## config.mk

```make
export PLATFORM = sky130hd
export DESIGN_NAME = side_ch_top
export DESIGN_NICKNAME = d
export VERILOG_FILES = /design/src/logic/side_ch_reg_pkg.sv /design/src/logic/side_ch_event_pkg.sv /design/src/logic/side_ch_event_route.sv /design/src/logic/side_ch_counter.sv /design/src/logic/side_ch_regs.sv /design/src/logic/side_ch_top.sv
export VERILOG_INCLUDE_DIRS = /design/src /design/src/logic
export SDC_FILE = /design/constraint.sdc
export NUM_CORES = 1
export LEC_CHECK = 0
export ABC_AREA = 1
export BUFFER_PORTS_ARGS = -buffer_cell sky130_fd_sc_hd__buf_4
export CORE_AREA = 4 4 135 137
export DETAILED_ROUTE_END_ITERATION = 12
export DIE_AREA = 0 0 139 141
export PLACE_DENSITY = 0.71
export SLEW_MARGIN = 10
export SYNTH_ARGS = -nofsm -noshare
export SYNTH_HDL_FRONTEND = slang
export SYNTH_SLANG_ARGS = --single-unit
```

## constraint.sdc

```tcl
create_clock -name clk -period 3.8 [get_ports clk]
set_clock_uncertainty 0.2 [all_clocks]
set_input_delay 0 -clock clk [delete_from_list [all_inputs] [get_ports clk]]
set_output_delay 0 -clock clk [all_outputs]
set_load 0.02 [all_outputs]
```

## src/logic/side_ch_macros.svh

```systemverilog
// shared sizes and register indices; counter registers must sit at the top of the 5-bit map
`ifndef SIDE_CH_MACROS_SVH
`define SIDE_CH_MACROS_SVH

// counter sizing
`define SIDE_CH_COUNTER_WIDTH 16
`define SIDE_CH_NUM_COUNTER   6

// raw status inputs from PHY/MAC and gpio
`define SIDE_CH_NUM_SRC       8

// host register port
`define SIDE_CH_ADDR_WIDTH    5
`define SIDE_CH_DATA_WIDTH    32

// register indices
// select holds one 3-bit field per counter, counter 0 in the low bits
`define SIDE_CH_REG_SELECT    1
`define SIDE_CH_REG_INVERT    2 // one bit per raw source

// counters occupy COUNTER0 .. COUNTER0+NUM_COUNTER-1
// a write to any of these clears that counter, write data ignored
`define SIDE_CH_REG_COUNTER0  26

`endif

```

## src/logic/side_ch_reg_pkg.sv

```systemverilog
// host register map types; address and data widths come from side_ch_macros.svh
`default_nettype none

`include "side_ch_macros.svh"

package side_ch_reg_pkg;

	// register address as seen on reg_waddr / reg_raddr
	typedef logic [`SIDE_CH_ADDR_WIDTH-1:0] reg_addr_t;

	// write and read data word
	typedef logic [`SIDE_CH_DATA_WIDTH-1:0] reg_data_t;

	// one event counter, wraps silently
	typedef logic [`SIDE_CH_COUNTER_WIDTH-1:0] count_t;

	// map summary
	//   1      source select, six 3-bit fields
	//   2      invert mask, one bit per raw source
	//   26..31 counter 0..5, read returns count, write clears
	//   other  reads zero, writes ignored

	// first counter register, counter i lives at COUNTER_BASE + i
	localparam int COUNTER_BASE = `SIDE_CH_REG_COUNTER0;

endpackage

`default_nettype wire

```

## src/logic/side_ch_event_pkg.sv

```systemverilog
// raw status source numbering; positions must match the wiring of raw_status at the top
`default_nettype none

`include "side_ch_macros.svh"

package side_ch_event_pkg;

	// index of one raw status source
	typedef logic [$clog2(`SIDE_CH_NUM_SRC)-1:0] src_sel_t;

	// one bit per raw source, used for raw_status and the invert mask
	typedef logic [`SIDE_CH_NUM_SRC-1:0] src_mask_t;

	// positions of the raw status bits
	localparam src_sel_t SRC_PKT_START = 3'd0; // rx packet start
	localparam src_sel_t SRC_FCS_OK    = 3'd1;
	localparam src_sel_t SRC_FCS_FAIL  = 3'd2;
	localparam src_sel_t SRC_TX_START  = 3'd3;
	localparam src_sel_t SRC_TX_DONE   = 3'd4;
	localparam src_sel_t SRC_CCA_BUSY  = 3'd5; // level, high while channel busy
	localparam src_sel_t SRC_GPIO0     = 3'd6; // spare
	localparam src_sel_t SRC_GPIO1     = 3'd7; // spare

	// width of one counter's field inside the select register
	localparam int SEL_FIELD_WIDTH = $bits(src_sel_t);

endpackage

`default_nettype wire

```

## src/logic/side_ch_event_route.sv

```systemverilog
// per-counter source select and invert, one register stage; raw inputs assumed slow levels
`timescale 1ns/1ps
`default_nettype none

`include "side_ch_macros.svh"

module side_ch_event_route (
	input  wire                                clk,
	input  wire                                reset,
	input  side_ch_event_pkg::src_mask_t       raw_status,
	input  wire [`SIDE_CH_NUM_COUNTER*side_ch_event_pkg::SEL_FIELD_WIDTH-1:0] src_select,
	input  side_ch_event_pkg::src_mask_t       src_invert,
	output logic                               event0,
	output logic                               event1,
	output logic                               event2,
	output logic                               event3,
	output logic                               event4,
	output logic                               event5
);

	localparam int SEL_W = side_ch_event_pkg::SEL_FIELD_WIDTH;

	logic [`SIDE_CH_NUM_COUNTER-1:0] event_d; // routed level before the register
	logic [`SIDE_CH_NUM_COUNTER-1:0] event_q;

	// pick the selected raw bit and apply that source's invert bit
	for (genvar i = 0; i < `SIDE_CH_NUM_COUNTER; i++) begin : g_route
		side_ch_event_pkg::src_sel_t sel;

		assign sel = src_select[i*SEL_W +: SEL_W];
		assign event_d[i] = raw_status[sel] ^ src_invert[sel];
	end

	// the register also breaks the path from the status sources into the edge detectors
	always_ff @(posedge clk) begin
		if (reset) begin
			event_q <= '0;
		end else begin
			event_q <= event_d;
		end
	end

	assign event0 = event_q[0];
	assign event1 = event_q[1];
	assign event2 = event_q[2];
	assign event3 = event_q[3];
	assign event4 = event_q[4];
	assign event5 = event_q[5];

endmodule

`default_nettype wire

```

## src/logic/side_ch_counter.sv

```systemverilog
// six rising-edge counters, wrap at 2^16; a level held high across a clear is counted again
`timescale 1ns/1ps
`default_nettype none

`include "side_ch_macros.svh"

module side_ch_counter (
	input  wire                       clk,
	input  wire                       reset,
	input  wire                       reg_wren,
	input  side_ch_reg_pkg::reg_addr_t reg_waddr,
	input  wire                       event0,
	input  wire                       event1,
	input  wire                       event2,
	input  wire                       event3,
	input  wire                       event4,
	input  wire                       event5,
	output side_ch_reg_pkg::count_t   counter0,
	output side_ch_reg_pkg::count_t   counter1,
	output side_ch_reg_pkg::count_t   counter2,
	output side_ch_reg_pkg::count_t   counter3,
	output side_ch_reg_pkg::count_t   counter4,
	output side_ch_reg_pkg::count_t   counter5
);

	logic [`SIDE_CH_NUM_COUNTER-1:0] clr; // host write to the counter's own address

	// delayed event copies for edge detection
	logic event0_q;
	logic event1_q;
	logic event2_q;
	logic event3_q;
	logic event4_q;
	logic event5_q;

	for (genvar i = 0; i < `SIDE_CH_NUM_COUNTER; i++) begin : g_clr
		assign clr[i] = reg_wren &&
			(reg_waddr == side_ch_reg_pkg::reg_addr_t'(side_ch_reg_pkg::COUNTER_BASE + i));
	end

	always_ff @(posedge clk) begin
		if (reset || clr[0]) begin
			counter0 <= '0;
			event0_q <= 1'b0; // copy cleared too, so a high level counts again
		end else begin
			event0_q <= event0;
			if (event0 && !event0_q) counter0 <= counter0 + 1'b1;
		end
	end

	always_ff @(posedge clk) begin
		if (reset || clr[1]) begin
			counter1 <= '0;
			event1_q <= 1'b0;
		end else begin
			event1_q <= event1;
			if (event1 && !event1_q) counter1 <= counter1 + 1'b1;
		end
	end

	always_ff @(posedge clk) begin
		if (reset || clr[2]) begin
			counter2 <= '0;
			event2_q <= 1'b0;
		end else begin
			event2_q <= event2;
			if (event2 && !event2_q) counter2 <= counter2 + 1'b1;
		end
	end

	always_ff @(posedge clk) begin
		if (reset || clr[3]) begin
			counter3 <= '0;
			event3_q <= 1'b0;
		end else begin
			event3_q <= event3;
			if (event3 && !event3_q) counter3 <= counter3 + 1'b1;
		end
	end

	always_ff @(posedge clk) begin
		if (reset || clr[4]) begin
			counter4 <= '0;
			event4_q <= 1'b0;
		end else begin
			event4_q <= event4;
			if (event4 && !event4_q) counter4 <= counter4 + 1'b1;
		end
	end

	always_ff @(posedge clk) begin
		if (reset || clr[5]) begin
			counter5 <= '0;
			event5_q <= 1'b0;
		end else begin
			event5_q <= event5;
			if (event5 && !event5_q) counter5 <= counter5 + 1'b1; // wraps at 2^16
		end
	end

endmodule

`default_nettype wire

```

## src/logic/side_ch_regs.sv

```systemverilog
// config registers and registered read mux; counter writes are decoded in side_ch_counter
`timescale 1ns/1ps
`default_nettype none

`include "side_ch_macros.svh"

module side_ch_regs (
	input  wire                        clk,
	input  wire                        reset,
	input  wire                        reg_wren,
	input  side_ch_reg_pkg::reg_addr_t reg_waddr,
	input  side_ch_reg_pkg::reg_data_t reg_wdata,
	input  side_ch_reg_pkg::reg_addr_t reg_raddr,
	input  side_ch_reg_pkg::count_t    counter0,
	input  side_ch_reg_pkg::count_t    counter1,
	input  side_ch_reg_pkg::count_t    counter2,
	input  side_ch_reg_pkg::count_t    counter3,
	input  side_ch_reg_pkg::count_t    counter4,
	input  side_ch_reg_pkg::count_t    counter5,
	output side_ch_reg_pkg::reg_data_t reg_rdata,
	output logic [`SIDE_CH_NUM_COUNTER*side_ch_event_pkg::SEL_FIELD_WIDTH-1:0] src_select,
	output side_ch_event_pkg::src_mask_t src_invert
);

	localparam side_ch_reg_pkg::reg_addr_t ADDR_SELECT =
		side_ch_reg_pkg::reg_addr_t'(`SIDE_CH_REG_SELECT);
	localparam side_ch_reg_pkg::reg_addr_t ADDR_INVERT =
		side_ch_reg_pkg::reg_addr_t'(`SIDE_CH_REG_INVERT);
	localparam side_ch_reg_pkg::reg_addr_t ADDR_CNT0 =
		side_ch_reg_pkg::reg_addr_t'(side_ch_reg_pkg::COUNTER_BASE);

	// configuration writes, upper data bits dropped
	always_ff @(posedge clk) begin
		if (reset) begin
			// every counter watches packet start by default
			src_select <= {`SIDE_CH_NUM_COUNTER{side_ch_event_pkg::SRC_PKT_START}};
			src_invert <= '0;
		end else if (reg_wren) begin
			case (reg_waddr)
				ADDR_SELECT: src_select <= reg_wdata[$bits(src_select)-1:0];
				ADDR_INVERT: src_invert <= side_ch_event_pkg::src_mask_t'(reg_wdata);
				default: ; // counter clears and unmapped addresses
			endcase
		end
	end

	// read data one edge after the address, zero-extended to the bus
	always_ff @(posedge clk) begin
		if (reset) begin
			reg_rdata <= '0;
		end else begin
			case (reg_raddr)
				ADDR_SELECT:      reg_rdata <= side_ch_reg_pkg::reg_data_t'(src_select);
				ADDR_INVERT:      reg_rdata <= side_ch_reg_pkg::reg_data_t'(src_invert);
				ADDR_CNT0:        reg_rdata <= side_ch_reg_pkg::reg_data_t'(counter0);
				ADDR_CNT0 + 5'd1: reg_rdata <= side_ch_reg_pkg::reg_data_t'(counter1);
				ADDR_CNT0 + 5'd2: reg_rdata <= side_ch_reg_pkg::reg_data_t'(counter2);
				ADDR_CNT0 + 5'd3: reg_rdata <= side_ch_reg_pkg::reg_data_t'(counter3);
				ADDR_CNT0 + 5'd4: reg_rdata <= side_ch_reg_pkg::reg_data_t'(counter4);
				ADDR_CNT0 + 5'd5: reg_rdata <= side_ch_reg_pkg::reg_data_t'(counter5);
				default:          reg_rdata <= '0; // unmapped
			endcase
		end
	end

endmodule

`default_nettype wire

```

## src/logic/side_ch_top.sv

```systemverilog
// statistics block top; raw_status to reg_rdata takes 3 edges when reg_raddr is already set
`timescale 1ns/1ps
`default_nettype none

`include "side_ch_macros.svh"

module side_ch_top (
	input  wire                          clk,
	input  wire                          reset,
	input  side_ch_event_pkg::src_mask_t raw_status,
	input  wire                          reg_wren, // one-cycle strobe, always accepted
	input  side_ch_reg_pkg::reg_addr_t   reg_waddr,
	input  side_ch_reg_pkg::reg_data_t   reg_wdata,
	input  side_ch_reg_pkg::reg_addr_t   reg_raddr, // level
	output side_ch_reg_pkg::reg_data_t   reg_rdata
);

	logic [`SIDE_CH_NUM_COUNTER*side_ch_event_pkg::SEL_FIELD_WIDTH-1:0] src_select;
	side_ch_event_pkg::src_mask_t src_invert;

	logic event0, event1, event2, event3, event4, event5;

	side_ch_reg_pkg::count_t counter0, counter1, counter2;
	side_ch_reg_pkg::count_t counter3, counter4, counter5;

	side_ch_event_route u_route (
		.clk       (clk),
		.reset     (reset),
		.raw_status(raw_status),
		.src_select(src_select),
		.src_invert(src_invert),
		.event0    (event0),
		.event1    (event1),
		.event2    (event2),
		.event3    (event3),
		.event4    (event4),
		.event5    (event5)
	);

	// decodes its own clear addresses from the write port
	side_ch_counter u_counter (
		.clk      (clk),
		.reset    (reset),
		.reg_wren (reg_wren),
		.reg_waddr(reg_waddr),
		.event0   (event0),
		.event1   (event1),
		.event2   (event2),
		.event3   (event3),
		.event4   (event4),
		.event5   (event5),
		.counter0 (counter0),
		.counter1 (counter1),
		.counter2 (counter2),
		.counter3 (counter3),
		.counter4 (counter4),
		.counter5 (counter5)
	);

	side_ch_regs u_regs (
		.clk       (clk),
		.reset     (reset),
		.reg_wren  (reg_wren),
		.reg_waddr (reg_waddr),
		.reg_wdata (reg_wdata),
		.reg_raddr (reg_raddr),
		.counter0  (counter0),
		.counter1  (counter1),
		.counter2  (counter2),
		.counter3  (counter3),
		.counter4  (counter4),
		.counter5  (counter5),
		.reg_rdata (reg_rdata),
		.src_select(src_select),
		.src_invert(src_invert)
	);

endmodule

`default_nettype wire

```

* Word level (Yosys, flattened, before mapping) *
Cells that the tools add are included.

word-level totals
  register bits = 166
  input port bits = 53
  output and inout port bits = 32
  logic and storage cells = 101

operators by class
  add/subtract/negate cells = 6
  magnitude comparators = 6
  equality and inequality tests = 16
  multiplexer cells = 25
  bitwise operators = 6
  reductions and logical operators = 26

operator list
  kind                                                number
  case mux 18 bit (8 select lines)                    1
  adder 16 x 1 -> 16 bit, second input constant       6
  == test 5 bit, second input constant                12
  binary-select mux 1 bit (select 3 bit)              12
  < comparator 3 x 4 -> 1 bit, second input constant  6
  logical AND 1 bit                                   12
  2-to-1 mux 1 bit                                    12
  == test 5 x 1 -> 1 bit, second input constant       2
  == test 5 x 2 -> 1 bit, second input constant       2
  zero test 1 bit                                     6
  logical OR 1 bit                                    6
  XOR 1 bit                                           6
  AND reduction 2 bit                                 2

* Logic depth before layout (Yosys ltp) *
  depth after elaboration = 3
  depth in mapped cells = 9
  mapped depth without buffers = 9

* Hierarchy *
From an unflattened synthesis, not the netlist that was laid out.

second synthesis, totals
  cell total of the unflattened synthesis = 1434
  area total of the unflattened synthesis = 8964.8 um^2

by module, submodules not included
  module               times used  cells an instance  area an instance (um^2)  seq. area each (um^2)
  side_ch_counter      1           765                5046.1                   2042.0
  side_ch_regs         1           418                2716.4                   880.8
  side_ch_event_route  1           251                1202.4                   120.1

* Least setup slack after synthesis *
No wires, ideal clock.

  path type = register to register
  start point = reg u_counter.counter5[0]
  end point = reg u_counter.counter5[10]
  setup time = 0.117 ns
  arrival = 1.180 ns
  data required time = 3.483 ns
  slack = 2.303 ns
  cell stages (with the launch flop) = 8
  buffers on the path = 0
  period minus slack after synthesis = 1.497 ns
  path through = dfxtp_1 > ha_1 > nand3_1 > nor2_1 > nand2_1 > nor2_1 > xor2_1 > nor2_1

between the ends
  longest elaborated chain between the ends = 1

ends and longest elaborated chain
  element                 line                   source
  from (decl)             side_ch_counter.sv:23  output side_ch_reg_pkg::count_t counter5
  from (signal assigned)  side_ch_counter.sv:97  if (event5 && !event5_q) counter5 <= counter5 + 1'b1;
  adder 16 x 1 -> 16 bit  side_ch_counter.sv:97

Every way passes these cells.
A chain may end at the register's enable or synchronous reset.

* Worst setup path after layout *
  start point = in reg_waddr[0]
  end point = reg u_counter.counter4[7]

between the ends
  longest elaborated chain between the ends = 3

ends and longest elaborated chain
  element               line                   source
  from (decl)           side_ch_top.sv:12      input side_ch_reg_pkg::reg_addr_t reg_waddr,
  == test 5 bit         side_ch_counter.sv:38  (reg_waddr == side_ch_reg_pkg::reg_addr_t'(side_ch_reg_pkg::COUNTER_BASE + i));
  logical AND 1 bit     side_ch_counter.sv:37  assign clr[i] = reg_wren &&
  logical OR 1 bit      side_ch_counter.sv:82  if (reset || clr[4]) begin
  to (signal assigned)  side_ch_counter.sv:87  if (event4 && !event4_q) counter4 <= counter4 + 1'b1;
  to (decl)             side_ch_counter.sv:22  output side_ch_reg_pkg::count_t counter4,

Every way passes these cells.

==> results.tsv <==
stage	metric	value	unit
yosys	count of cell types in the netlist	33	
yosys	Synth Register Bits	152	
job	maxcap violations	0	
hold_path	Hold EP	u_counter.event2_q$_SDFF_PP0_	
worst_setup_path	CP bufs+invs	5	
hold_path	Hold Path Depth	5	
clock_tree	worst skew pair latency	0.44	ns
timing	final hold violation count	0	
global_routing	first-pass GRT wire length	37600	µm
timing	Min Clock Period, post-route	2.27	ns
yosys	mux cell area share after synthesis	0	
worst_setup_path	critical path arrival	2.39	ns
placement	HPWL Detailed	17200	µm
yosys	area fraction in and, or, nand and nor cells after synthesis	0.384	
floorplan	Die ar.	19600	µm²
clock_tree	cts repair resizes	0	
worst_setup_path	cell count of the worst reg-to-reg path	8	
route	Routed Antenna Nets	0	
placement	placed cell areas	8930	µm²
power_and_ir_drop	P per Cell Area	368	nW/µm²
yosys	post-synthesis sequential area ratio	0.363	
worst_setup_path	critical path startpoint category	input pin	
placement	placer congestion estimate	0.922	
yosys	Post-Synth Adder-Cell Area	0.00895	
timing	Min Hold Slack	0.0213	ns
finish	Antenna diodes	0	
global_routing	GRT Overall Usage	0.236	
floorplan	Core ar.	17100	µm²
placement	PortBufs	56	
finish	Nets	1484	
floorplan	std cell rows	48	
global_routing	Congestion Overflow GR	0	
floorplan	die height	141	µm
worst_setup_path	worst r2r src	u_regs.src_select[6]$_SDFFE_PP0P_	
worst_setup_path	WP data required	3.92	ns
clock_tree	CTS root buf	clkbuf_16	
clock_tree	Clock transition at path regs	0.06	ns
worst_setup_path	critical path class	in -> reg	
outcome	run status	completed	
finish	Finished Cell Area	9810	µm²
floorplan	Die W	139	µm
worst_setup_path	Slowest-stage cell, CP	dlygate4sd3_1	
yosys	post-synthesis average cell area	6.23	µm²
global_routing	vias in the first global route	7807	
worst_setup_path	crit end category	flip-flop	
worst_setup_path	CP Max Fanout	8	
global_routing	pin count of the biggest net entering global routing	37	
yosys	main combinational cell family by area after synthesis	simple AND/OR/NAND/NOR gates	
finish	register area	3040	µm²
worst_setup_path	r2r setup slk	2.01	ns
yosys	Cell Area, Synth	8390	µm²
route	TritonRoute pass-1 iters	6	
timing	worst-margin pin slew	0.802	ns
floorplan	Starting Density	0.492	
finish	Multi-input gate area	4500	µm²
finish	post-synthesis to final-layout area growth	16.9	%
finish	Post-Route Utilization	0.575	
power_and_ir_drop	standby leakage power	0.00386	µW
route	routed vias/inst	5.25	
finish	Fill cells	1653	
timing	fin. max-slew vios	0	
timing	count of final setup violators	0	
clock_tree	TritonCTS clock tree	yes	
finish	share of post-route cells with drive strength above 1	0.0779	
route	via count	8731	
route	DRT iter0 DRCs	624	
hold_path	Worst Hold Class	in -> reg	
yosys	Synth Area in Compound Gates	0.125	
yosys	Post-Synthesis Cells	1347	
clock_tree	CTS Buffer Depth	2	
worst_setup_path	CP top delay family	buffers and inverters	
worst_setup_path	Cell Chain, Critical Path	dlygate4sd3_1 -> buf_4 -> nor2_1 -> dlygate4sd3_1 -> nand2_1 -> o21ai_1 -> buf_4 -> inv_1 -> o21ai_0 -> a21oi_1	
clock_tree	Clock Sinks	152	
clock_tree	CTS Buf Count	17	
hold_path	Hold Crit Start	reg_waddr[1]	
global_routing	antenna violations before repair	0	
worst_setup_path	r2r endpoint	u_route.event_q[2]$_SDFF_PP0_	
timing	Setup TNS Final	0	ns
timing	RSZ-0062 raised after global routing	false	
timing	Rel. slew slack	0.466	
route	WL final	23600	µm
floorplan	Top-Level Pins	85	
route	routed length per instance	14.2	µm
worst_setup_path	critical path depth	10	
power_and_ir_drop	Max VDD drop	0.000336	V
timing	period utilization	0.598	
worst_setup_path	Crit path largest cell delay	0.60	ns
route	DRC	0	
yosys	Post-Synth XOR/XNOR Area	0.0125	
yosys	Syn. warnings	0	
clock_tree	# H-tree levels	4	
timing	fmax	440	MHz
-- flip-flops by register name, summed over array words and instances (netlist names), 6 cells and up --
signal / flops
u_regs.reg_rdata: 18
u_regs.src_select: 18
u_counter.counter0: 16
u_counter.counter1: 16
u_counter.counter2: 16
u_counter.counter3: 16
u_counter.counter4: 16
u_counter.counter5: 16
u_regs.src_invert: 8
u_route.event_q: 6
-- logic make-up after synthesis --
| logic type | count (synthesis) |
|---|---|
| adder cells (fa/ha/maj) | 6 |
| AO/OA/AOI/OAI | 205 |
| other | 1 |
| flip-flops | 152 |
| AND/OR/NAND/NOR | 755 |
| XOR/XNOR | 12 |
| buffers and inverters | 216 |
-- worst min-delay path, stage by stage --
cell	delay (ns)
buf_4	0.09
inv_1	0.05
nand3_1	0.09
o21ai_2	0.23
nor2_1	0.15
-- per-layer routing --
| metal | global-route usage | wire [µm] | vias up |
|---|---|---|---|
| li1 | - | - | 4436 |
| met1 | 0.292 | 10100 | 3931 |
| met2 | 0.396 | 11200 | 300 |
| met3 | 0.0580 | 1530 | 64 |
| met4 | 0.0947 | 719 | 0 |
| met5 | 0 | 0 | - |
-- synthesized netlist by cell type (all sizes together) --
cell type,n,share of area
nand4,24,0.018
nor2,171,0.084
o21a,1,0.00090
a31oi,2,0.0022
ha,6,0.0089
xor2,11,0.011
o21ai,93,0.056
inv,165,0.074
xnor2,1,0.0010
conb,1,0.00045
nand3,141,0.085
nor3b,4,0.0036
nand3b,6,0.0054
buf,37,0.027
nand2,384,0.17
dfxtp,152,0.36
a21o,1,0.00090
nor3,20,0.012
o21bai,2,0.0018
clkbuf,7,0.0031
a21oi,106,0.063
or2,5,0.0037
clkinv,7,0.0031
-- cell usage in the layout, fill, tap and decap left out, drive strengths merged, types with 3 or more instances in the layout --
master	count
or2	5
inv	165
clkinvlp	7
a21oi	106
clkinv	8
nand4	24
conb	14
dfxtp	152
ha	6
nor2	171
dlygate4sd3	29
clkbuf	20
nand2	384
nor3b	4
nand3b	6
bufinv	3
nor3	20
o21ai	93
nand3	141
buf	61
xor2	11
-- final cells by class --
type,count,area share
Inverter,172,0.0658
Sequential cell,152,0.310
Timing Repair Buffer,90,0.0763
Multi-Input combinational cell,992,0.459
Tap cell,225,0.0287
Clock buffer,20,0.0445
Clock inverter,11,0.0154
-- stage by stage --
stage               instances  setup slack, ns  total power (µW)
global route             1662             1.43              3730
finish                   1662             1.53              3610
global placement         1602             1.90              1900
CTS                      1662             1.58              3630
floorplan                1360             2.30              1830
detailed placement       1602             1.87              1900
-- power breakdown --
part | internal, µW | switching [µW]
clock | 1030 | 690
sequential | 1620 | 22.1
combinational | 95.0 | 161
total | 2740 | 874
-- timing repair --
item,CTS,global route
hold endpoints to repair,75,0
hold buffers,29,0
setup buffers,0,0
-- worst max path at each step --
| stage | from | slack [ns] | endpoint |
|---|---|---|---|
| final | reg_waddr[0] | 1.53 | u_counter.counter4[7]$_SDFFE_PP0P_ |
| after global routing | reg_waddr[0] | 1.43 | u_counter.counter4[9]$_SDFFE_PP0P_ |
| after CTS | reg_waddr[0] | 1.58 | u_counter.counter4[7]$_SDFFE_PP0P_ |
| after detailed placement | reg_raddr[2] | 1.87 | u_regs.reg_rdata[13]$_SDFF_PP0_ |
| after global placement | reg_raddr[2] | 1.90 | u_regs.reg_rdata[13]$_SDFF_PP0_ |
| after floorplan | u_counter.counter5[0]$_SDFFE_PP0P_ | 2.30 | u_counter.counter5[10]$_SDFFE_PP0P_ |
Note: power is estimated with default switching activity, not from simulation.
